[src/sram_pkg.sv]
/*
 * shared scratchpad memory definitions
 * widths, RAM request/response structs and the AXI front-end state
 */
`default_nettype none

package sram_pkg;

	localparam int MEM_AW = 10;  // 1024 words
	localparam int DATA_W = 32;
	localparam int AXI_AW = 16;  // byte address from the host
	localparam int STRB_W = 4;   // one enable per byte lane
	localparam int RD_LAT = 2;   // cycles from request edge to data

	typedef logic [MEM_AW-1:0] word_addr_t;
	typedef logic [AXI_AW-1:0] axi_addr_t;
	typedef logic [DATA_W-1:0] data_t;
	typedef logic [STRB_W-1:0] strb_t;
	typedef logic [1:0]        resp_t;

	localparam resp_t RESP_OKAY   = 2'b00;
	localparam resp_t RESP_SLVERR = 2'b10;

	// port A request of 48 bits
	typedef struct packed {
		logic       valid;
		logic       we;
		word_addr_t addr;
		data_t      wdata;
		strb_t      be;
	} mem_req_t;

	typedef struct packed {
		logic  valid;  // one cycle completion pulse
		data_t rdata;
	} mem_rsp_t;

	// read-only readout port request
	typedef struct packed {
		logic       en;
		word_addr_t addr;
	} rd_req_t;

	typedef enum logic [2:0] {IDLE, REQ, WAIT, BRESP, RRESP} port_state_e;

endpackage

`default_nettype wire

[src/mem_arbiter.sv]
/*
 * round-robin arbiter of two front ends onto RAM port A
 * owner pipeline routes completions and read data back
 */
`timescale 1ns/1ps
`default_nettype none

module mem_arbiter (
	input  logic               clk_a,
	input  logic               rst_n,
	input  sram_pkg::mem_req_t req0,
	input  sram_pkg::mem_req_t req1,
	output logic               gnt0,
	output logic               gnt1,
	output sram_pkg::mem_rsp_t rsp0,
	output sram_pkg::mem_rsp_t rsp1,
	output sram_pkg::mem_req_t ram_req,
	input  sram_pkg::data_t    ram_rdata
);
	import sram_pkg::*;

	logic              last_gnt;  // 1 = port 1 had the last grant
	logic [RD_LAT-1:0] own_vld;   // access in flight per stage
	logic [RD_LAT-1:0] own_id;    // which port owns it

	// on a tie the port not granted last wins
	assign gnt0 = req0.valid && (!req1.valid || last_gnt);
	assign gnt1 = req1.valid && (!req0.valid || !last_gnt);

	always_comb begin
		ram_req       = gnt1 ? req1 : req0;
		ram_req.valid = gnt0 | gnt1;
	end

	always_ff @(posedge clk_a or negedge rst_n) begin
		if (!rst_n) begin
			last_gnt <= 1'b1;  // port 0 favoured first
			own_vld  <= '0;
			own_id   <= '0;
		end else begin
			if (gnt0 | gnt1) last_gnt <= gnt1;
			own_vld <= {own_vld[RD_LAT-2:0], gnt0 | gnt1};
			own_id  <= {own_id[RD_LAT-2:0], gnt1};
		end
	end

	// last stage lines up with RAM data
	always_comb begin
		rsp0.valid = own_vld[RD_LAT-1] && !own_id[RD_LAT-1];
		rsp0.rdata = ram_rdata;
		rsp1.valid = own_vld[RD_LAT-1] && own_id[RD_LAT-1];
		rsp1.rdata = ram_rdata;
	end

	gnt_legal: assert property (@(posedge clk_a) disable iff (!rst_n)
		!(gnt0 && gnt1) && (!gnt0 || req0.valid) && (!gnt1 || req1.valid));

endmodule

`default_nettype wire

[config.mk]
export PLATFORM = sky130hd
export DESIGN_NAME = mem_arbiter
export DESIGN_NICKNAME = d
export VERILOG_FILES = /design/src/sram_pkg.sv /design/src/mem_arbiter.sv
export SDC_FILE = /design/constraint.sdc
export NUM_CORES = 1
export LEC_CHECK = 0
export ABC_AREA = 1
export BUFFER_PORTS_ARGS = -buffer_cell sky130_fd_sc_hd__buf_4
export CAP_MARGIN = 20
export CORE_AREA = 2 2 97 99
export CTS_CLUSTER_DIAMETER = 100
export CTS_CLUSTER_SIZE = 12
export DETAILED_ROUTE_END_ITERATION = 7
export DIE_AREA = 0 0 99 101
export PLACE_DENSITY_LB_ADDON = 0.25
export SYNTH_ARGS = -nofsm -noshare
export SYNTH_HDL_FRONTEND = slang
export SYNTH_SLANG_ARGS = --single-unit
[constraint.sdc]
create_clock -name clk_a -period 1.5 [get_ports clk_a]
set_input_delay 0.3 -clock clk_a [delete_from_list [all_inputs] [get_ports clk_a]]
set_output_delay 0.3 -clock clk_a [all_outputs]
set_load 0.01 [all_outputs]
# [Word level (Yosys, flattened, before mapping)]
# Index checks and enable logic that the tools add are counted.
[word_totals] out_inout_bits=116 ff_bits=5 wordCells=15 in_bits=130
[classes] n_bitwise=1 n_reduce_logical=10 muxes=1
[ops] op="2-to-1 mux 47 bit" count=1
[ops] op="logical AND 1 bit" count=4
[ops] op="zero test 1 bit" count=4
[ops] op="logical OR 1 bit" count=2
[ops] op="bitwise OR 1 bit" count=1

# [Depth between registers and ports, before layout]
# Gate-level depths: netlist of the first run.
[depth] ltp_word=4 depth_mapped=6 depth_no_buf=4

# [Worst setup path before layout of the first run]
# OpenSTA, ideal clock, no wires.
[synth_timing] path_type="reg2out" startpoint="register last_gnt" endpoint="output ram_req[38] (netlist name)" stages_incl_launch_ff=7 n_path_buf=2 setup_slack_ps=164 arrival_ps=1036 t_required_ps=1200 cell_sequence="dfstp_2 -> nand2_1 -> nand2_2 -> buf_6 -> buf_6 -> nand2_1 -> nand2_1"
[synth_rtl] element="from (decl)" line="mem_arbiter.sv:22" rtl="logic last_gnt;"
[synth_rtl] element="from (signal assigned)" line="mem_arbiter.sv:41" rtl="if (gnt0 | gnt1) last_gnt <= gnt1;"
[synth_rtl] element="to (decl)" line="mem_arbiter.sv:17" rtl="output sram_pkg::mem_req_t ram_req,"

==> impl_metrics.yaml, run 1 <==
worst_setup_path:
  crit_type: "reg2out"
  start_kind: "register"
  crit_required_ns: 1.20
  cp_max_fo: 7
  critPathArrivalTime_ns: 1.41
  critical_path.endpoint_type: "primary output"
die:
  fp.dieW_um: 99
  placementRows: 35
  ios: 246
  start_util: 0.153
  core_mm2: 0.00898
  die-height_um: 101
  die-area_mm2: 0.0100
clock_network:
  h-tree-depth: 1
  max-clock-path-buffers: 2
  numCtsBuffers: 3
  clk_latency_ns: 0.22
  cts_tree: "done"
  clkSlewWorstSetupHoldPaths_ns: 0.03
  cts_sinks: 5
  root_buffer: "clkbuf_8"
detailed_routing:
  drt-pass1-iter-count: 4
  drtIter0Drc: 30
  wl_met3_um: 511
  num_vias: 1778
  routed.top_layer: "met4"
  wl_met2_um: 2940
  routed_wirelength_um: 5410
  wl_per_cell_um: 12.4
  drc_errors: 0
  viasPerCell: 4.08
  ant_nets: 0
  met1_length_um: 1780
timing:
  finalSetupViolations: 49
  slew_headroom: 0.861
  fin_crit_sh: 1.14
  timing_worst_slew_pin_value_ns: 0.209
  max_freq_ghz: 0.584
  finClkSkew_ns: 0.00152
  fin_crit_ns: 1.71
  slew_viol_final: 0
  holdWs_ns: 0.315
  layout_setup_ws_ns: -0.212
  hold_violations: 0
  rsz0062_at_grt: "yes"
status:
  status: "finished with violations"
  violations: "setup timing"
finish:
  seqCellArea_um2: 126
  final_cells: 436
  fin_nets: 456
  fin_area_mm2: 0.00248
  layout-drive-gt1-share: 0.591
  multi_input_area_um2: 752
  utilization: 0.276
  antenna_cells: 0
  num-fill-cells: 993
  area_growth_pct: 80.3
place:
  portBuffers: 149
  dp.cells: 426
  dp_hpwl_um: 3910
  placed_area_mm2: 0.00212
  gp_congestion: 0.726
power_and_ir_drop:
  ir_worst_vdd_v: 0.000293
  p_leak_uw: 0.00143
  power_density_mw_per_mm2: 549
synth:
  syn_nets: 370
  synth_top_cell_by_area: "buf_4"
  ys_top_cells_by_area: "buf_4 (36%), nand2_1 (27%), nand3_1 (17%), dfrtp_1 (7.3%), buf_6 (4.9%)"
  yosysMostFrequentCell: "nand2_1"
  synth_common_cells: "nand2_1 (99), buf_4 (66), nand3_1 (47), buf_2 (8), buf_6 (6)"
  yosysSeqAreaShare: 0.0919
  synth.distinct_cells: 12
  synth_edf_count: 0
  synth.top_cell.area_share: 0.360
  synth-main-ff-cell: "dfrtp_1"
  synthArstFlopShare: 1.00
  avgSynthCellArea_um2: 5.73
  synth_cells: 240
  ys_warn_count: 0
  syn_area_mm2: 0.00138
  ys_seq_elements: 5
grt:
  gr-total-overflow: 0
  grt_max_degree: 48
  antenna_found_initial: 0
  grt_use_total: 0.0973
  grt_first_pass_wirelength_um: 7960
  first_global_vias: 1651
run:
  drv_cap: 0
hold_path:
  holdCritPathClass: "in2reg"
cells by family after synthesis:
logic type	Yosys count	share of synthesized area
and+or+nand+nor	148	0.449
DFF	5	0.0919
buffers and inverters	85	0.452
AOI/OAI and AO/OA	2	0.00727
stage by stage:
| step | TNS [ns] | setup slack, ns | power, uW |
|---|---|---|---|
| 6_report | -8.89 | -0.212 | 1360 |
| 5_1_grt | -11.74 | -0.273 | 1460 |
| 4_1_cts | -9.66 | -0.215 | 1360 |
| 3_5_place_dp | 0 | 0.0136 | 963 |
| 3_3_place_gp | 0 | 0.0229 | 963 |
| 2_1_floorplan | 0 | 0.164 | 672 |
path summary, 6_finish.rpt:
kind	cells after the start	to	slack, ns	startpoint
worst max register to register	5	own_id[0]	0.37	last_gnt
worst min-delay path	2	last_gnt	0.32	req0[47]
worst min register to register	0	own_vld[1]	0.34	own_vld[0]
min in group asynchronous	2	own_vld[1]	0.44	rst_n
worst max-delay path	7	ram_req[2]	-0.21	last_gnt
max in group asynchronous	2	last_gnt	0.87	rst_n
final cells by class:
cell class | instances | area share
repair buffers | 161 | 0.562
multi-input cells | 150 | 0.303
well taps | 111 | 0.0560
flip-flops and latches | 5 | 0.0510
clock buffers | 4 | 0.0182
inverters | 5 | 0.00959
critical path: stages (launching register included):
cell and delay, ns:
dfstp_2 0.54, nand2_4 0.07, nand2_4 0.08, buf_6 0.13, buf_16 0.15, nand2_1 0.05
nand2_1 0.05, buf_4 0.11
cell usage in the layout (no fill, tap or decap), types with 3 or more instances in the layout:
cell type / count
nand2_4: 12
buf_6: 16
buf_16: 3
nand2_1: 73
nand2_2: 15
dfrtp_1: 4
buf_4: 136
nand3_1: 47
buf_12: 5
inv_1: 4
clkbuf_8: 3
repair_timing:
item	in CTS	in global routing
pin swaps	3	3
gates resized for setup	44	16
endpoints found under the hold margin	4	0
cloned	3	0
setup buffers	3	0
setup endpoints to repair	49	49
hold buffers	1	0
power by group:
part / total [uW] / internal, uW / switching [uW] / leakage, uW
registers: 161 / 153 / 7.46 / 0.0000571
clock network: 246 / 182 / 64.1 / 0.0000228
logic: 956 / 540 / 415 / 0.00135
total: 1360 / 876 / 487 / 0.00143
registers in the layout, indices dropped and copies added, names as in the netlist:
signal,flops
own_id,2
last_gnt,1
own_vld,2
metal layers:
metal / up-vias / global-route usage
li1: 860 / -
met1: 793 / 0.0985
met5: - / 0
met3: 22 / 0.0291
met4: 0 / 0.0306
met2: 103 / 0.190
Note: power is estimated with default switching activity, not from simulation.
==> inputs of run 2 (changes only) <==
--- a/config.mk
+++ b/config.mk
@@ -13,7 +13,8 @@
 export CTS_CLUSTER_SIZE = 12
 export DETAILED_ROUTE_END_ITERATION = 7
 export DIE_AREA = 0 0 99 101
-export PLACE_DENSITY_LB_ADDON = 0.25
+export PLACE_DENSITY_LB_ADDON = 0.1
+export SETUP_SLACK_MARGIN = 0.4
 export SYNTH_ARGS = -nofsm -noshare
 export SYNTH_HDL_FRONTEND = slang
 export SYNTH_SLANG_ARGS = --single-unit
==> run 2 against run 1 <==
  * The run still ends with setup timing left
  * Critical endpoint is now ram_req[27]
  * Clock-buffer cell count unchanged
  * Flip-flop and latch count unchanged
  * Die area unchanged
  * Sequential power about the same
  * Global-route usage down 0.26 points
  * Wire length down 5.6%
  * Non-clock buffer count down 1
==> impl_metrics.yaml, run 2 (synthesized netlist as in run 1, its figures left out) <==
finish:
  fin_area_mm2: 0.00236
  antenna_cells: 0
  layout-drive-gt1-share: 0.645
  fin_nets: 455
  final_common_cell: "buf_4"
  layout_common_cells: "buf_4 (151), nand2_1 (58), nand3_1 (47)"
  final_cells: 435
  area_growth_pct: 71.3
  reg.largest.list: "own_id x2, own_vld x2, last_gnt x1"
  utilization: 0.262
place:
  dp_hpwl_um: 4180
  placed_area_mm2: 0.00225
  place_ws_ns: -0.00645
  gp_congestion: 0.677
  dp.cells: 429
  portBuffers: 149
die:
  start_util: 0.153
  die-area_mm2: 0.0100
  ios: 246
  core_mm2: 0.00898
  fp.dieW_um: 99
  die-height_um: 101
  placementRows: 35
timing:
  finalSetupViolations: 49
  holdWs_ns: 0.294
  hold_violations: 0
  slew_headroom: 0.861
  fin_crit_ns: 1.65
  rsz0062_at_grt: "yes"
  layout_setup_ws_ns: -0.150
  finClkSkew_ns: 0.000155
  slew_viol_final: 0
  fin_crit_sh: 1.10
  max_freq_ghz: 0.606
  timing_worst_slew_pin_value_ns: 0.209
worst_setup_path:
  critPathArrivalTime_ns: 1.35
  crit_cells: 5
  crit_required_ns: 1.20
  worst-path-buf-inv: 2
  critical_path.endpoint_type: "primary output"
  cpMaxStageDelayCell: "dfstp_2"
  start_kind: "register"
  cp_max_fo: 47
  cpLargestDelayFamily: "flip-flops"
  max_stage_delay_ns: 0.54
  worstPathCellList: "nand2_4 > buf_12 > nand3_1 > nand2_2 > buf_4"
  crit_type: "reg2out"
  rr_worst_depth: 4
detailed_routing:
  wl_per_cell_um: 11.7
  routed_wirelength_um: 5100
  drt-pass1-iter-count: 4
  drtIter0Drc: 12
  viasPerCell: 3.95
  num_vias: 1718
  ant_nets: 0
  drc_errors: 0
grt:
  grt_max_degree: 48
  first_global_vias: 1631
  grt_use_total: 0.0947
  gr-total-overflow: 0
  antenna_found_initial: 0
  grt_first_pass_wirelength_um: 7730
clock_network:
  cts_tree: "done"
  numCtsBuffers: 3
  clkSlewWorstSetupHoldPaths_ns: 0.03
  root_buffer: "clkbuf_8"
  cts_sinks: 5
  clk_latency_ns: 0.21
  max-clock-path-buffers: 2
  h-tree-depth: 1
  cts_setup_buffers: 0
status:
  violations: "setup timing"
  status: "finished with violations"
power_and_ir_drop:
  p_leak_uw: 0.00134
  ir_worst_vdd_v: 0.000187
  power_density_mw_per_mm2: 542
run:
  drv_cap: 0
hold_path:
  hold_depth: 2
  holdCritPathClass: "in2reg"
-- run 2: changes by cell type in the layout (fill, tap and decap cells not counted), moves of 2 or more --
cell     change
nand2_2     +25
nand2_1     -15
buf_4       +15
buf_16       -3
nand2_4     -11
buf_6       -11
inv_2        +2
buf_12       -2
-- run 2: report_power, final --
part / total, uW / switching [uW] / leakage [uW] / internal [uW]
Combinational: 874 / 391 / 0.00126 / 483
Clock: 240 / 58.4 / 0.0000228 / 182
Sequential: 163 / 9.22 / 0.0000571 / 153
-- run 2: path summary, 6_finish.rpt --
check | start | end | slack [ns]
worst max-delay path | last_gnt | ram_req[27] | -0.15
worst min-delay path | req0[47] | last_gnt | 0.29
worst max register to register | last_gnt | own_vld[0] | 0.45
worst min register to register | own_id[0] | own_id[1] | 0.34
max in group asynchronous | rst_n | last_gnt | 0.87
min in group asynchronous | rst_n | own_id[0] | 0.43
-- run 2: layer usage --
| layer | vias to the layer above | global-route usage | share of wire |
|---|---|---|---|
| li1 | 854 | - | - |
| met1 | 727 | 0.0914 | 0.31 |
| met2 | 101 | 0.178 | 0.53 |
| met3 | 36 | 0.0215 | 0.10 |
| met4 | 0 | 0.0653 | 0.063 |
| met5 | - | 0 | 0 |
-- run 2: final cells by class --
cell class	instances	area [um^2]
Fill cell	1018	6620
Timing Repair Buffer	160	1260
Multi-Input combinational cell	150	767
Tap cell	111	139
Sequential cell	5	126
Clock buffer	4	45.0
Inverter	5	18.8
-- run 2: stage by stage --
step                setup TNS [ns]  power (uW)
global route                 -9.33        1380
finish                       -6.02        1280
global placement                 0        1030
CTS                          -6.82        1300
floorplan                        0         726
detailed placement         -0.0208        1020
-- run 2: timing repair --
action | in CTS | in global routing
hold buffers | 1 | 0
endpoints found under the setup margin | 54 | 52
cloned | 1 | 0
endpoints found under the hold margin | 4 | 0
gates resized for setup | 9 | 5
pin swaps | 2 | 1
==> inputs of run 3 (changes only) <==
--- a/config.mk
+++ b/config.mk
@@ -8,13 +8,14 @@
 export ABC_AREA = 1
 export BUFFER_PORTS_ARGS = -buffer_cell sky130_fd_sc_hd__buf_4
 export CAP_MARGIN = 20
-export CORE_AREA = 2 2 97 99
+export CORE_AREA = 2 2 96 98
 export CTS_CLUSTER_DIAMETER = 100
 export CTS_CLUSTER_SIZE = 12
 export DETAILED_ROUTE_END_ITERATION = 7
-export DIE_AREA = 0 0 99 101
+export DIE_AREA = 0 0 98 100
 export PLACE_DENSITY_LB_ADDON = 0.1
 export SETUP_SLACK_MARGIN = 0.4
+export SKIP_CTS_REPAIR_TIMING = 1
 export SYNTH_ARGS = -nofsm -noshare
 export SYNTH_HDL_FRONTEND = slang
 export SYNTH_SLANG_ARGS = --single-unit
==> constraint.sdc (replaced) <==
create_clock -name clk_a -period 1.98 [get_ports clk_a]
set_input_delay 0.396 -clock clk_a [delete_from_list [all_inputs] [get_ports clk_a]]
set_output_delay 0.396 -clock clk_a [all_outputs]
set_load 0.01 [all_outputs]
==> run 3 against run 2 <==
  * Clock power fell by 23%
  * Critical path depth increased by 1
  * The run now ends clean
  * Die area is 2.0% lower
  * Clock-buffer cell count stayed put
  * Power down 23%
  * Flip-flop and latch count is the same
  * Hold slack better by 0.047 ns
  * First-iteration DRC count rose to 5.3 times the previous value
  * Global-route usage decreased by 0.37 points
==> impl_metrics.yaml, run 3 (synthesized netlist as in run 1, its figures left out) <==
clock_network:
  root_buffer: "clkbuf_8"
  max-clock-path-buffers: 2
  numCtsBuffers: 3
  cts_tree: "done"
  h-tree-depth: 1
  cts_sinks: 5
  clkSlewWorstSetupHoldPaths_ns: 0.04
  clk_latency_ns: 0.22
timing:
  slew_viol_final: 0
  timing_worst_slew_pin_value_ns: 0.296
  hold_violations: 0
  rsz0062_at_grt: "yes"
  fin_tns_setup_ns: 0
  max_freq_ghz: 0.562
  fin_crit_sh: 0.898
  finClkSkew_ns: 0.00177
  slew_headroom: 0.802
  fin_crit_ns: 1.78
  finalSetupViolations: 0
place:
  gp_congestion: 0.714
  portBuffers: 149
  dp.cells: 425
  placed_area_mm2: 0.00211
  dp_hpwl_um: 4070
power_and_ir_drop:
  ir_worst_vdd_v: 0.000195
  power.internal_uw: 635
  swShare: 0.356
  seqPwrFrac: 0.124
  p_leak_uw: 0.00138
  p_clk_frac: 0.188
  power.switching_uw: 351
  comb_power_share: 0.688
  power_density_mw_per_mm2: 416
die:
  die-area_mm2: 0.00980
  placementRows: 35
  die-height_um: 100
  core_mm2: 0.00889
  fp.dieW_um: 98
  ios: 246
  start_util: 0.155
finish:
  fin_area_mm2: 0.00237
  layout-drive-gt1-share: 0.562
  fin_nets: 453
  utilization: 0.267
  area_growth_pct: 72.5
  antenna_cells: 0
  reg.largest.list: "own_id x2, own_vld x2, last_gnt x1"
  final_cells: 433
  final_common_cell: "buf_4"
  layout_common_cells: "buf_4 (141), nand2_1 (80), nand3_1 (47)"
detailed_routing:
  wl_per_cell_um: 12.5
  ant_nets: 0
  routed_wirelength_um: 5420
  num_vias: 1709
  drt-pass1-iter-count: 4
  drc_errors: 0
  viasPerCell: 3.95
  drtIter0Drc: 64
grt:
  antenna_found_initial: 0
  gr-total-overflow: 0
  grt_use_total: 0.0910
  grt_first_pass_wirelength_um: 7460
  first_global_vias: 1560
  grt_max_degree: 31
worst_setup_path:
  cp_max_fo: 14
  start_kind: "register"
  crit_type: "reg2out"
  critPathArrivalTime_ns: 1.38
  critical_path.endpoint_type: "primary output"
  crit_required_ns: 1.58
hold_path:
  holdCritPathClass: "reg2reg"
status:
  status: "finished clean"
run:
  drv_cap: 0
## run 3: power by group through the flow
stage,logic (uW),registers (uW),clock network [uW]
CTS,606,121,193
finish,678,122,186
global route,742,123,199
detailed placement,604,122,0
floorplan,389,120,0
global placement,608,123,0
## run 3: final cells by class
type | instances | area (um^2)
well taps | 111 | 139
flip-flops and latches | 5 | 126
clock buffers | 4 | 45.0
multi-input cells | 150 | 718
repair buffers | 158 | 1330
inverters | 5 | 18.8
fillers | 1026 | 6520
## run 3: metal layers
layer / up-vias / global-route usage / share of wire
met5: - / 0 / 0
met4: 0 / 0.0182 / 0.012
met3: 11 / 0.0223 / 0.094
met2: 108 / 0.192 / 0.55
met1: 739 / 0.0883 / 0.34
li1: 851 / - / -
## run 3: stage by stage
stage | hold slack, ns | power [uW] | setup WS, ns
2_1_floorplan | 0.100 | 509 | 0.547
3_3_place_gp | 0.200 | 730 | 0.297
3_5_place_dp | 0.202 | 726 | 0.301
4_1_cts | -0.0323 | 920 | 0.103
5_1_grt | 0.345 | 1060 | 0.139
6_report | 0.341 | 986 | 0.201
## run 3: final timing paths
check	startpoint	to	slack, ns	cells past startpoint
setup / recovery	last_gnt	ram_req[14]	0.20	6
hold / removal	own_id[0]	own_id[1]	0.34	0
setup reg to reg	last_gnt	own_vld[0]	0.85	4
hold reg to reg	own_id[0]	own_id[1]	0.34	0
max in group asynchronous	rst_n	last_gnt	1.27	2
min in group asynchronous	rst_n	own_vld[0]	0.51	2
## run 3: critical path, stage by stage, from the launching register on
cell and delay, ns:
dfstp_2 0.55, nand2_4 0.09, nand2_8 0.13, clkbuf_16 0.18
nand2_1 0.05, nand2_1 0.06, buf_4 0.11
