## config.mk

```make
export PLATFORM = sky130hd
export DESIGN_NAME = axil_mem_port
export DESIGN_NICKNAME = d
export VERILOG_FILES = /design/src/sram_pkg.sv /design/src/axil_mem_port.sv
export SDC_FILE = /design/constraint.sdc
export NUM_CORES = 1
export LEC_CHECK = 0
export CORE_MARGIN = 1
export CORE_UTILIZATION = 52
export CTS_CLUSTER_SIZE = 10
export DETAILED_ROUTE_END_ITERATION = 8
export DONT_BUFFER_PORTS = 1
export PLACE_DENSITY = 0.68
export SYNTH_ARGS = -nofsm -noshare
export SYNTH_HDL_FRONTEND = slang
export SYNTH_SLANG_ARGS = --single-unit
```

## constraint.sdc

```tcl
create_clock -name clk_a -period 5.7 [get_ports clk_a]
set_input_delay 0 -clock clk_a [delete_from_list [all_inputs] [get_ports clk_a]]
set_output_delay 0 -clock clk_a [all_outputs]
set_load 0.01 [all_outputs]
```

## src/sram_pkg.sv

```systemverilog
/*
 * shared scratchpad memory definitions
 * widths, RAM request/response structs and the AXI front-end state
 */
`default_nettype none

package sram_pkg;

	localparam int MEM_AW = 10;  // 1024 words
	localparam int DATA_W = 32;
	localparam int AXI_AW = 16;  // byte address from the host
	localparam int STRB_W = 4;   // one enable per byte lane
	localparam int RD_LAT = 2;   // cycles from request edge to data

	typedef logic [MEM_AW-1:0] word_addr_t;
	typedef logic [AXI_AW-1:0] axi_addr_t;
	typedef logic [DATA_W-1:0] data_t;
	typedef logic [STRB_W-1:0] strb_t;
	typedef logic [1:0]        resp_t;

	localparam resp_t RESP_OKAY   = 2'b00;
	localparam resp_t RESP_SLVERR = 2'b10;

	// port A request of 48 bits
	typedef struct packed {
		logic       valid;
		logic       we;
		word_addr_t addr;
		data_t      wdata;
		strb_t      be;
	} mem_req_t;

	typedef struct packed {
		logic  valid;  // one cycle completion pulse
		data_t rdata;
	} mem_rsp_t;

	// read-only readout port request
	typedef struct packed {
		logic       en;
		word_addr_t addr;
	} rd_req_t;

	typedef enum logic [2:0] {IDLE, REQ, WAIT, BRESP, RRESP} port_state_e;

endpackage

`default_nettype wire

```

## src/axil_mem_port.sv

```systemverilog
/*
 * AXI4-Lite slave front end, one transaction at a time
 * checks the 4 KiB window, issues a RAM request, returns B or R
 */
`timescale 1ns/1ps
`default_nettype none

module axil_mem_port (
	input  logic                clk_a,
	input  logic                rst_n,
	input  logic                awvalid, wvalid, bready, arvalid, rready,
	output logic                awready, wready, bvalid, arready, rvalid,
	input  sram_pkg::axi_addr_t awaddr, araddr,
	input  sram_pkg::data_t     wdata,
	input  sram_pkg::strb_t     wstrb,
	output sram_pkg::resp_t     bresp, rresp,
	output sram_pkg::data_t     rdata,
	output sram_pkg::mem_req_t  req,
	input  logic                gnt,
	input  sram_pkg::mem_rsp_t  rsp
);
	import sram_pkg::*;

	port_state_e state, state_nxt;
	logic        aw_go, ar_go;          // handshake this cycle
	logic        aw_in_win, ar_in_win;
	logic        we_q;
	word_addr_t  addr_q;
	data_t       wdata_q;
	strb_t       be_q;
	resp_t       resp_q;                // shared by B and R
	data_t       rdata_q;

	// write wins when both channels are pending
	assign aw_go   = (state == IDLE) && awvalid && wvalid;
	assign ar_go   = (state == IDLE) && arvalid && !(awvalid && wvalid);
	assign awready = aw_go;
	assign wready  = aw_go;
	assign arready = ar_go;

	// upper bits above word index and 2 byte offset bits must be zero
	assign aw_in_win = (awaddr[AXI_AW-1:MEM_AW+2] == '0);
	assign ar_in_win = (araddr[AXI_AW-1:MEM_AW+2] == '0);

	always_comb begin
		state_nxt = state;
		case (state)
			IDLE: begin
				if (aw_go)
					state_nxt = aw_in_win ? REQ : BRESP;  // SLVERR skips memory
				else if (ar_go)
					state_nxt = ar_in_win ? REQ : RRESP;
			end
			REQ:     if (gnt) state_nxt = WAIT;       // held until arbiter takes it
			WAIT:    if (rsp.valid) state_nxt = we_q ? BRESP : RRESP;
			BRESP:   if (bready) state_nxt = IDLE;
			RRESP:   if (rready) state_nxt = IDLE;
			default: state_nxt = IDLE;
		endcase
	end

	always_ff @(posedge clk_a or negedge rst_n) begin
		if (!rst_n) state <= IDLE;
		else        state <= state_nxt;
	end

	// transaction capture and response payload
	always_ff @(posedge clk_a) begin
		if (aw_go) begin
			we_q    <= 1'b1;
			addr_q  <= awaddr[MEM_AW+1:2];  // byte to word address
			wdata_q <= wdata;
			be_q    <= wstrb;
			resp_q  <= aw_in_win ? RESP_OKAY : RESP_SLVERR;
		end else if (ar_go) begin
			we_q    <= 1'b0;
			addr_q  <= araddr[MEM_AW+1:2];
			be_q    <= '0;
			resp_q  <= ar_in_win ? RESP_OKAY : RESP_SLVERR;
			rdata_q <= '0;  // returned as is on SLVERR
		end
		if ((state == WAIT) && rsp.valid && !we_q)
			rdata_q <= rsp.rdata;
	end

	always_comb begin
		req.valid = (state == REQ);
		req.we    = we_q;
		req.addr  = addr_q;
		req.wdata = wdata_q;
		req.be    = be_q;
	end

	assign bvalid = (state == BRESP);
	assign rvalid = (state == RRESP);
	assign bresp  = resp_q;
	assign rresp  = resp_q;
	assign rdata  = rdata_q;

	one_resp_channel: assert property (@(posedge clk_a) disable iff (!rst_n)
		!(bvalid && rvalid));

	// response held under back-pressure
	b_stable: assert property (@(posedge clk_a) disable iff (!rst_n)
		bvalid && !bready |=> bvalid && $stable(bresp));

	r_stable: assert property (@(posedge clk_a) disable iff (!rst_n)
		rvalid && !rready |=> rvalid && $stable(rresp) && $stable(rdata));

endmodule

`default_nettype wire

```

# After elaboration in Yosys (flattened, before gate mapping)
# Index checks and enable logic that the tools add are counted.
# Widths: inputs -> output; s select.
[totals]
inputBits = 109
regBits = 84
memories = 0
latchBits = 0
output_inout_bits = 89
mem_bits_rw = 0
word_cells = 54
romBits = 0
[classes]
shifts = 0
multipliers = 0
addsub = 0
reduce_logical = 16
n_bitwise = 0
div = 0
muxes = 21
magnitude_cmp = 0
n_eq_ne = 10
[ops]
columns = ["op", "n"]
rows = [
  ["$mux 32", 3],
  ["$mux 3", 8],
  ["$mux 10", 2],
  ["$pmux 3 s5", 1],
  ["$mux 2", 5],
  ["$logic_not 4->1", 2],
  ["$mux 4", 2],
  ["$logic_and 1x1->1", 7],
  ["$eq 3x2->1 const B", 2],
  ["$ne 2x2->1 const B", 3],
  ["$reduce_and 5->1", 1],
  ["$ne 2x1->1 const B", 2],
  ["$reduce_bool 2->1", 2],
  ["$eq 3x1->1 const B", 1],
  ["$eq 3x3->1 const B", 1],
  ["$logic_not 3->1", 1],
  ["$ne 3x3->1 const B", 1],
  ["$logic_not 1->1", 2],
  ["$reduce_and 2->1", 1],
]

# Logic depth before layout (Yosys ltp)
# Gate-level depths: netlist of the first run.
[logic_depth]
ltp_word = 6
ltp_mapped = 6
depth_no_buf = 4

# Worst setup path after synthesis of the first run
# OpenSTA, ideal clock, no wires.
[synth_timing]
path_kind = "register to register"
startpoint = "reg state[0]"
endpoint = "reg rdata_q[0], in the netlist rdata[0], enable pin"
setup_time_ps = 470
arrival_ps = 3507
t_required_ps = 5230
slack_ps = 1723
stages_incl_launch_ff = 4
path_buffers = 0
period_less_slack_ps = 3977
path_cell_list = "dfrtp_1 > or2_4 > or3_4 > o31ai_1"
[synth_via]
elab_chain_cells = 5
elab_cells_between_ends = 11
classes_between = "2 x eq/ne; 9 x reduce/logical"
[synth_lines]
columns = ["item", "line", "rtl"]
rows = [
  ["start: declaration", "axil_mem_port.sv:24", "port_state_e state, state_nxt;"],
  ["start signal: assignment", "axil_mem_port.sv:64", "else state <= state_nxt;"],
  ["$eq 3x2->1 or $logic_not 3->1 (tied branches)", "axil_mem_port.sv:82, axil_mem_port.sv:35, axil_mem_port.sv:36", ""],
  ["$logic_and 1x1->1 (on tied branches) (2 in a row)", "axil_mem_port.sv:82, axil_mem_port.sv:35, axil_mem_port.sv:36", ""],
  ["$ne 2x1->1 (no source line) or $reduce_bool 2->1 (tied branches)", "-", ""],
  ["$reduce_and 2->1 (no source line) (*)", "-", ""],
  ["end signal: assignment", "axil_mem_port.sv:83", "rdata_q <= rsp.rdata;"],
  ["end: declaration", "axil_mem_port.sv:32", "data_t rdata_q;"],
]
# Every way passes the cells marked *; elsewhere a longest branch is shown, timed or not.
# A chain may end at the register's enable or synchronous reset.

# Final worst setup path of the first run
[layout_timing]
startpoint = "reg state[1]"
endpoint = "reg addr_q[5], data pin"
[layout_via]
elab_chain_cells = 4
[layout_lines]
columns = ["item", "line", "rtl"]
rows = [
  ["$logic_not 3->1", "axil_mem_port.sv:35", "assign aw_go = (state == IDLE) && awvalid && wvalid;"],
  ["$logic_and 1x1->1 (2 in a row)", "axil_mem_port.sv:35", ""],
  ["$mux 10", "axil_mem_port.sv:69", "if (aw_go) begin"],
  ["end signal: assignment", "axil_mem_port.sv:71", "addr_q <= awaddr[MEM_AW+1:2];"],
  ["end signal: assignment", "axil_mem_port.sv:77", "addr_q <= araddr[MEM_AW+1:2];"],
  ["end: declaration", "axil_mem_port.sv:28", "word_addr_t addr_q;"],
]
# No other way between the ends.

==> results.cfg, run 1 <==
[global_routing]
grt_first_pass_wirelength_um = 10800
grt_pass1_vias = 1966
antenna_found_initial = 1
grt_max_degree = 39
overflow = 0
track_usage_pct = 24.5

[timing]
fmax_mhz = 415
fin_crit_sh_pct = 42.3
maxSlewHeadroom_pct = 26.2
finalClockSkew_ns = 0.00790
hold_viol_final = 0
slew_viol_final = 0
tightest_slew_ns = 1.10
post-route-min-period_ns = 2.41
finalSetupTns_ns = 0
whs_ns = 0.0201
rsz0062_at_grt = no
setup_viol = 0

[clocking]
cts_buffer_depth = 2
cts_buffers = 9
clock-root-buffer = clkbuf_8
worst_skew_pair.late_latency_ns = 0.34
ctsResizeCount = 0
tritoncts = done
clock-sinks = 83
clk_pin_slew_worst_paths_ns = 0.08
cts_setup_buffers = 0
htreeDepth = 3
hold_buffers = 98

[routing]
drt-initial-drc-count = 161
dr_total_vias = 1908
drtAntennaViolNets = 0
top_layer_used = met4
routed_wl_um = 7910
dr_wl_met2_um = 4200
drt-pass1-iter-count = 4
drc = 0
wl_met3_um = 713
wl_met1_um = 2760
routed_via_density = 5.36
wl_per_cell_um = 22.2

[hold_path]
min_to = we_q
hold_path.class = primary input to register
whs_path_depth = 2
min-delay-start = arvalid

[placed_design]
io_buffers = 0
dpl.hpwl_um = 4300
gp_congestion = 0.924
dp_cells = 241

[finish]
drive_gt1_share_pct = 12.1
final_cells = 356
layout.nets = 384
area_growth_pct = 40.4
post-route-util_pct = 75.6
fill_cells = 358

[pwr]
p_switching_uw = 526
p_leak_uw = 0.00162
internal-power_uw = 1340
netSwitchingFraction_pct = 28.2
combinationalPowerShare_pct = 16.0
fin_total_pwr_uw = 1870
irDropWorstVdd_v = 0.000240
pwr-share-clk_pct = 29.1
seq_power_share_pct = 54.9
p_per_area_mw_per_mm2 = 420

[worst_setup_path]
cp_data_required_time_ns = 5.79
arrival_ns = 2.50
cp_max_fo = 14
r2r_start = state[1]
critPathLaunchType = register
crit_path_end_kind = register
cp_cell_sequence = nor3_2, nand3_2, mux2_4, dlygate4sd3_1
worstSetupPathType = register to register
r2r_slack_ns = 3.29
r2r-end = addr_q[5]
max_stage_delay_ns = 0.56
r2r_cells = 4
cp_slowest_cell = dlygate4sd3_1

[logic_synthesis]
synth_common_cells = edfxtp_1 (79), and2_1 (36), mux2_4 (6)
synth_cell_type_count = 33
synth_top_area_share_pct = 74.9
yosysWarnings = 0
ys_ff_latch = 83
postSynth.asyncResetShare_pct = 3.61
avgSynthCellArea_um2 = 18.3
synth_area_leaders = edfxtp_1 (75%), and2_1 (7.1%), mux2_4 (2.8%)
yosys.area.top_type = edfxtp_1
synth_ff_type = edfxtp_1
synth-edff-count = 79
yosysMostFrequentCell = edfxtp_1
syn_area_mm2 = 0.00317
synthCells = 173
ys_seq_area_share_pct = 77.9

[floorplan]
start_util_pct = 53.8
die_area_mm2 = 0.00641
ioPinCount = 198
die_y_um = 80.1
placementRows = 28
core_area_mm2 = 0.00589
die_w_um = 80.1

[job]
max_cap_viol_count = 0

[outcome]
status = completed
worst max-delay path by stage:
stage	startpoint	to	slack [ns]	depth (start not counted)
after global placement	state[1]	wdata_q[7]	3.68	4
after floorplan	state[0]	rdata[0]	1.72	3
after detailed placement	state[1]	wdata_q[21]	3.60	4
after CTS	state[1]	addr_q[4]	3.34	4
final	state[1]	addr_q[5]	3.29	4
after global routing	state[1]	addr_q[3]	3.20	4
layout by cell type (no fill, tap or decap), types with 2 or more instances in the layout:
| cell | netlist | final |
|---|---|---|
| and2_1 | 36 | 36 |
| buf_4 | 5 | 2 |
| bufinv_16 | 0 | 4 |
| clkbuf_8 | 0 | 9 |
| conb_1 | 1 | 2 |
| dfrtp_1 | 3 | 3 |
| dlygate4sd3_1 | 0 | 98 |
| edfxtp_1 | 79 | 79 |
| inv_1 | 4 | 4 |
| mux2_2 | 5 | 5 |
| mux2_4 | 6 | 6 |
| nand2_1 | 2 | 2 |
| nor2_1 | 3 | 3 |
| nor3b_1 | 2 | 2 |
| nor4_1 | 2 | 2 |
logic make-up (layout without fill, tap and decap cells):
logic type / Yosys count / in the layout / share of synthesized area (%)
compound gates: 8 / 8 / 2.17
buf+inv: 14 / 120 / 3.43
flops: 83 / 83 / 77.9
mux: 12 / 12 / 4.93
other cells: 1 / 3 / 0.118
simple gates: 55 / 55 / 11.5
state kept, by name, indices dropped and copies added (netlist names):
signal and cells:
rdata 32, be_q 4, wdata_q 32, addr_q 10, we_q 1, state 3, bresp 1
critical path, delay by kind of cell (launching register included):
family / cells / cell delay (ns)
multiplexers: 1 / 0.42
AND/OR/NAND/NOR: 2 / 0.71
buffers and inverters: 1 / 0.56
flip-flops: 1 / 0.48
per-stage QoR:
step | setup slack, ns | area [um^2]
after floorplan | 1.72 | 3170
after global placement | 3.68 | 3200
after detailed placement | 3.60 | 3200
after CTS | 3.34 | 4450
after global routing | 3.20 | 4450
final | 3.29 | 4450
layer usage:
| metal | up-vias | global-route usage [%] |
|---|---|---|
| met5 | - | 0 |
| met4 | 0 | 12.9 |
| met3 | 25 | 6.93 |
| met2 | 140 | 43.4 |
| met1 | 905 | 26.4 |
| li1 | 838 | - |
layout make-up:
| type | instances | area, um^2 | share of cell area [%] |
|---|---|---|---|
| Antenna cell | 1 | 2.50 | 0.0562 |
| Clock buffer | 10 | 128 | 2.87 |
| Clock inverter | 6 | 136 | 3.07 |
| Inverter | 4 | 15.0 | 0.337 |
| Multi-Input combinational cell | 77 | 611 | 13.7 |
| Sequential cell | 83 | 2470 | 55.5 |
| Tap cell | 75 | 93.8 | 2.11 |
| Timing Repair Buffer | 100 | 996 | 22.4 |
power by group through the flow:
stage,clock network [uW],logic (uW),registers [uW]
floorplan,0,203,996
global placement,0,207,1020
detailed placement,0,222,1030
CTS,548,292,1020
global route,574,322,1040
finish,544,299,1030
(Power assumes the default switching activity.)
==> run 2: changes to the inputs <==
- clock period: 5.7 -> 2.4 ns (I/O delays scaled with it)
==> run 2 against run 1 <==
Power grew 120%. Clock skew grew 0.0022 ns. Register-to-register slack worse by 3.2 ns. Combinational power rose by 150%. Hold slack improved by 0.031 ns. Non-clock buffer count rose by 2. Via count is 0.26% higher. Sequential power increased by 140%. Flip-flop and latch count unchanged. Cell area fell by 0.87%. Critical path type unchanged. Largest cell class unchanged. Highest routed layer unchanged.
==> results.cfg, run 2 (synthesis results as in run 1) <==
[worst_setup_path]
r2r_slack_ns = 0.1
r2r_cells = 5
worstSetupPathType = register to register
r2r_start = state[1]
critPathLaunchType = register
cp_max_fo = 12
r2r-end = addr_q[8]
crit_path_end_kind = register
cp_data_required_time_ns = 2.50
arrival_ns = 2.40

[timing]
finalClockSkew_ns = 0.0101
hold_viol_final = 0
post-route-min-period_ns = 2.30
slew_viol_final = 0
maxSlewHeadroom_pct = 56.4
rsz0062_at_grt = no
setup_viol = 0
fmax_mhz = 435
fin_ws_ns = 0.0986
fin_crit_sh_pct = 95.9
finalSetupTns_ns = 0
tightest_slew_ns = 0.653

[floorplan]
placementRows = 28
die_area_mm2 = 0.00641
start_util_pct = 53.8
die_y_um = 80.1
core_area_mm2 = 0.00589
ioPinCount = 198
die_w_um = 80.1

[placed_design]
dpl.hpwl_um = 4520
place_ws_ns = 0.480
io_buffers = 0
postPlaceCellArea_mm2 = 0.00323
gp_congestion = 0.768
dp_cells = 243

[clocking]
clock-root-buffer = clkbuf_8
cts_buffer_depth = 2
ctsResizeCount = 0
worst_skew_pair.late_latency_ns = 0.34
clock-sinks = 83
hold_buffers = 98
htreeDepth = 3
cts_setup_buffers = 0
cts_buffers = 9
tritoncts = done
clk_pin_slew_worst_paths_ns = 0.09

[finish]
area_growth_pct = 39.2
antenna_cells = 0
drive_gt1_share_pct = 13.1
mostFrequentLayoutCells = dlygate4sd3_1 (98), edfxtp_1 (79), and2_1 (36), clkbuf_8 (9), mux2_4 (6)
design_area_mm2 = 0.00441
layout.nets = 386
layout_commonest_cell = dlygate4sd3_1
final_cells = 357

[pwr]
p_per_area_mw_per_mm2 = 945
irDropWorstVdd_v = 0.000647
fin_total_pwr_uw = 4170
p_leak_uw = 0.00160

[routing]
wl_met1_um = 2660
dr_wl_met2_um = 4120
drc = 0
routed_wl_um = 7660
dr_total_vias = 1913
top_layer_used = met4
drtAntennaViolNets = 0
wl_met3_um = 627
drt-pass1-iter-count = 4
drt-initial-drc-count = 128
wl_per_cell_um = 21.5
routed_via_density = 5.36

[outcome]
status = completed

[global_routing]
track_usage_pct = 24.1
antenna_found_initial = 0
grt_first_pass_wirelength_um = 10600
grt_pass1_vias = 2010
overflow = 0
grt_max_degree = 40

[hold_path]
min_to = state[2]
whs_path_depth = 3
min-delay-start = rsp[32]
hold_path.class = primary input to register

[job]
max_cap_viol_count = 0
-- run 2: cell count changes in the layout (fill, tap and decap cells not counted) --
| cell | delta |
|---|---|
| clkinv_2 | +1 |
| clkbuf_1 | -1 |
| bufinv_16 | -3 |
| buf_4 | +1 |
| buf_12 | +1 |
| clkinvlp_4 | +1 |
| diode_2 | -1 |
| clkinv_4 | +2 |
-- run 2: worst max-delay path by stage --
stage             start         to  depth (start not counted)  slack (ns)
2_1_floorplan  state[0]   rdata[0]                          3        0.02
5_1_grt        state[1]  addr_q[8]                          5        0.07
6_report       state[1]  addr_q[8]                          5         0.1
3_3_place_gp   state[0]  rdata[14]                          4        0.55
3_5_place_dp   state[1]    be_q[3]                          3        0.48
4_1_cts        state[1]  addr_q[4]                          5        0.15
-- run 2: final cells by class --
cell class,count,area (um^2)
sequential,83,2470
tap,75,93.8
timing repair buffer,102,1020
clock buffer,9,124
fill,352,1480
multi-input combinational,77,611
inverter,4,15.0
clock inverter,7,76.3
-- run 2: power breakdown --
| group | switching (uW) | total [uW] | internal [uW] |
|---|---|---|---|
| clock | 519 | 1000 | 486 |
| combinational | 392 | 739 | 347 |
| sequential | 368 | 2430 | 2060 |
-- run 2: layer usage --
| metal | track usage [%] | vias to the layer above |
|---|---|---|
| met3 | 7.95 | 25 |
| met4 | 14.1 | 0 |
| li1 | - | 843 |
| met5 | 0 | - |
| met1 | 24.4 | 907 |
| met2 | 42.9 | 138 |
-- run 2: worst max-delay path, cell delays in order, from the launching register on --
cell,delay (ns)
dfrtp_1,0.48
nor3_2,0.34
nand3_2,0.13
buf_4,0.22
mux2_4,0.31
dlygate4sd3_1,0.58
-- run 2: stage by stage --
step                      hold WS (ns)  utilization, %
after detailed placement        -0.295            54.9
after floorplan                 -0.296               -
final                           0.0510            74.9
after global placement          -0.296            54.9
after global routing            0.0354            74.9
after CTS                       0.0282            74.9
==> run 3: changes to the inputs <==
- GPL_ROUTABILITY_DRIVEN: not set -> 0
- PLACE_DENSITY: 0.68 -> not set
- PLACE_DENSITY_LB_ADDON: not set -> 0.05
==> run 3 against run 2 <==
Flip-flop and latch count unchanged. Wire length down 10%. Clock skew is 0.0043 ns higher.
==> results.cfg, run 3 (synthesis results as in run 1) <==
[finish]
fill_cells = 340
layout_commonest_cell = dlygate4sd3_1
area_growth_pct = 38.4
layout.nets = 386
antenna_cells = 0
drive_gt1_share_pct = 12.8
mostFrequentLayoutCells = dlygate4sd3_1 (98), edfxtp_1 (79), and2_1 (36), clkbuf_8 (9), mux2_4 (6)

[routing]
wl_per_cell_um = 19.2
routed_wl_um = 6870
drt-pass1-iter-count = 4
routed_via_density = 5.16
drt-initial-drc-count = 126
dr_total_vias = 1842
drc = 0
drtAntennaViolNets = 0

[clocking]
clk_pin_slew_worst_paths_ns = 0.09
tritoncts = done
cts_buffers = 9
clock-root-buffer = clkbuf_8
htreeDepth = 3
ctsResizeCount = 0
cts_buffer_depth = 2
clock-sinks = 83
worst_skew_pair.late_latency_ns = 0.35

[pwr]
internal-power_uw = 2780
p_leak_uw = 0.00158
pwr-share-clk_pct = 22.3
netSwitchingFraction_pct = 31.0
combinationalPowerShare_pct = 17.8
fin_total_pwr_uw = 4040
p_switching_uw = 1250
irDropWorstVdd_v = 0.000494
seq_power_share_pct = 59.9
p_per_area_mw_per_mm2 = 920

[worst_setup_path]
max_stage_delay_ns = 0.56
cp_top_family = buffers and inverters
r2r_slack_ns = 0.12
worstSetupPathType = register to register
cp_slowest_cell = dlygate4sd3_1
cp_max_fo = 12
critPathLaunchType = register
r2r-end = addr_q[8]
arrival_ns = 2.39
crit_path_end_kind = register
critPathBufInv = 2
r2r_start = state[1]
r2r_cells = 5
cp_data_required_time_ns = 2.51
cp_cell_sequence = nor3_2, nand3_2, buf_4, mux2_4, dlygate4sd3_1

[floorplan]
start_util_pct = 53.8
ioPinCount = 198
die_area_mm2 = 0.00641
core_area_mm2 = 0.00589
die_w_um = 80.1
die_y_um = 80.1
placementRows = 28

[timing]
rsz0062_at_grt = no
tightest_slew_ns = 0.644
hold_viol_final = 0
finalClockSkew_ns = 0.0144
slew_viol_final = 0
post-route-min-period_ns = 2.28
finalSetupTns_ns = 0
fin_crit_sh_pct = 94.9
setup_viol = 0
fmax_mhz = 439
maxSlewHeadroom_pct = 57.0

[job]
max_cap_viol_count = 0

[hold_path]
hold_path.class = primary input to register
min-delay-start = awvalid
min_to = we_q
whs_path_depth = 3

[global_routing]
grt_pass1_vias = 1860
antenna_found_initial = 0
overflow = 0
grt_first_pass_wirelength_um = 9570
grt_max_degree = 40
track_usage_pct = 21.5

[placed_design]
dpl.hpwl_um = 4220
io_buffers = 0

[outcome]
status = completed
run 3: worst reg2reg max path, cell delays in order, from the launching register on:
cell	delay (ns)
dfrtp_1	0.48
nor3_2	0.34
nand3_2	0.13
buf_4	0.22
mux2_4	0.31
dlygate4sd3_1	0.56
run 3: per-stage QoR:
| step | util, % | instances | hold slack [ns] | area [um^2] | setup WS [ns] |
|---|---|---|---|---|---|
| floorplan | - | 174 | -0.296 | 3190 | 0.0244 |
| global placement | 54.9 | 243 | -0.295 | 3230 | 0.539 |
| detailed placement | 54.9 | 243 | -0.295 | 3230 | 0.483 |
| CTS | 74.5 | 357 | 0.0358 | 4390 | 0.164 |
| global route | 74.5 | 357 | 0.0442 | 4390 | 0.0556 |
| finish | 74.5 | 357 | 0.0398 | 4390 | 0.122 |
run 3: per-layer routing:
metal | wire length [um] | track usage [%] | vias to the layer above
li1 | - | - | 844
met1 | 2390 | 21.5 | 849
met5 | 0 | 0 | -
met4 | 282 | 14.1 | 0
met2 | 3520 | 36.6 | 125
met3 | 673 | 8.98 | 24
run 3: worst max path at each step:
stage | start | to | slack (ns) | cells after the start
2_1_floorplan | state[0] | rdata[0] | 0.02 | 3
3_3_place_gp | state[1] | addr_q[0] | 0.54 | 3
3_5_place_dp | state[1] | addr_q[3] | 0.48 | 3
4_1_cts | state[1] | addr_q[5] | 0.16 | 5
5_1_grt | state[1] | addr_q[8] | 0.06 | 5
6_report | state[1] | addr_q[8] | 0.12 | 5
run 3: timing repair:
action,CTS,global route
hold buffers,98,0
setup buffers,0,0
endpoints found under the hold margin,86,0
run 3: layout make-up:
type                            count  area [um^2]  area share (%)
Sequential cell                    83         2470            56.3
Timing Repair Buffer              102         1020            23.3
Multi-Input combinational cell     77          611            13.9
Clock buffer                        9          124            2.82
Tap cell                           75         93.8            2.14
Clock inverter                      7         51.3            1.17
Inverter                            4         15.0           0.342
run 3: power groups by stage:
stage / clock network, uW / registers (uW) / logic, uW
finish: 899 / 2420 / 718
global route: 978 / 2450 / 779
CTS: 911 / 2410 / 718
detailed placement: 0 / 2440 / 558
global placement: 0 / 2430 / 529
floorplan: 0 / 2360 / 498
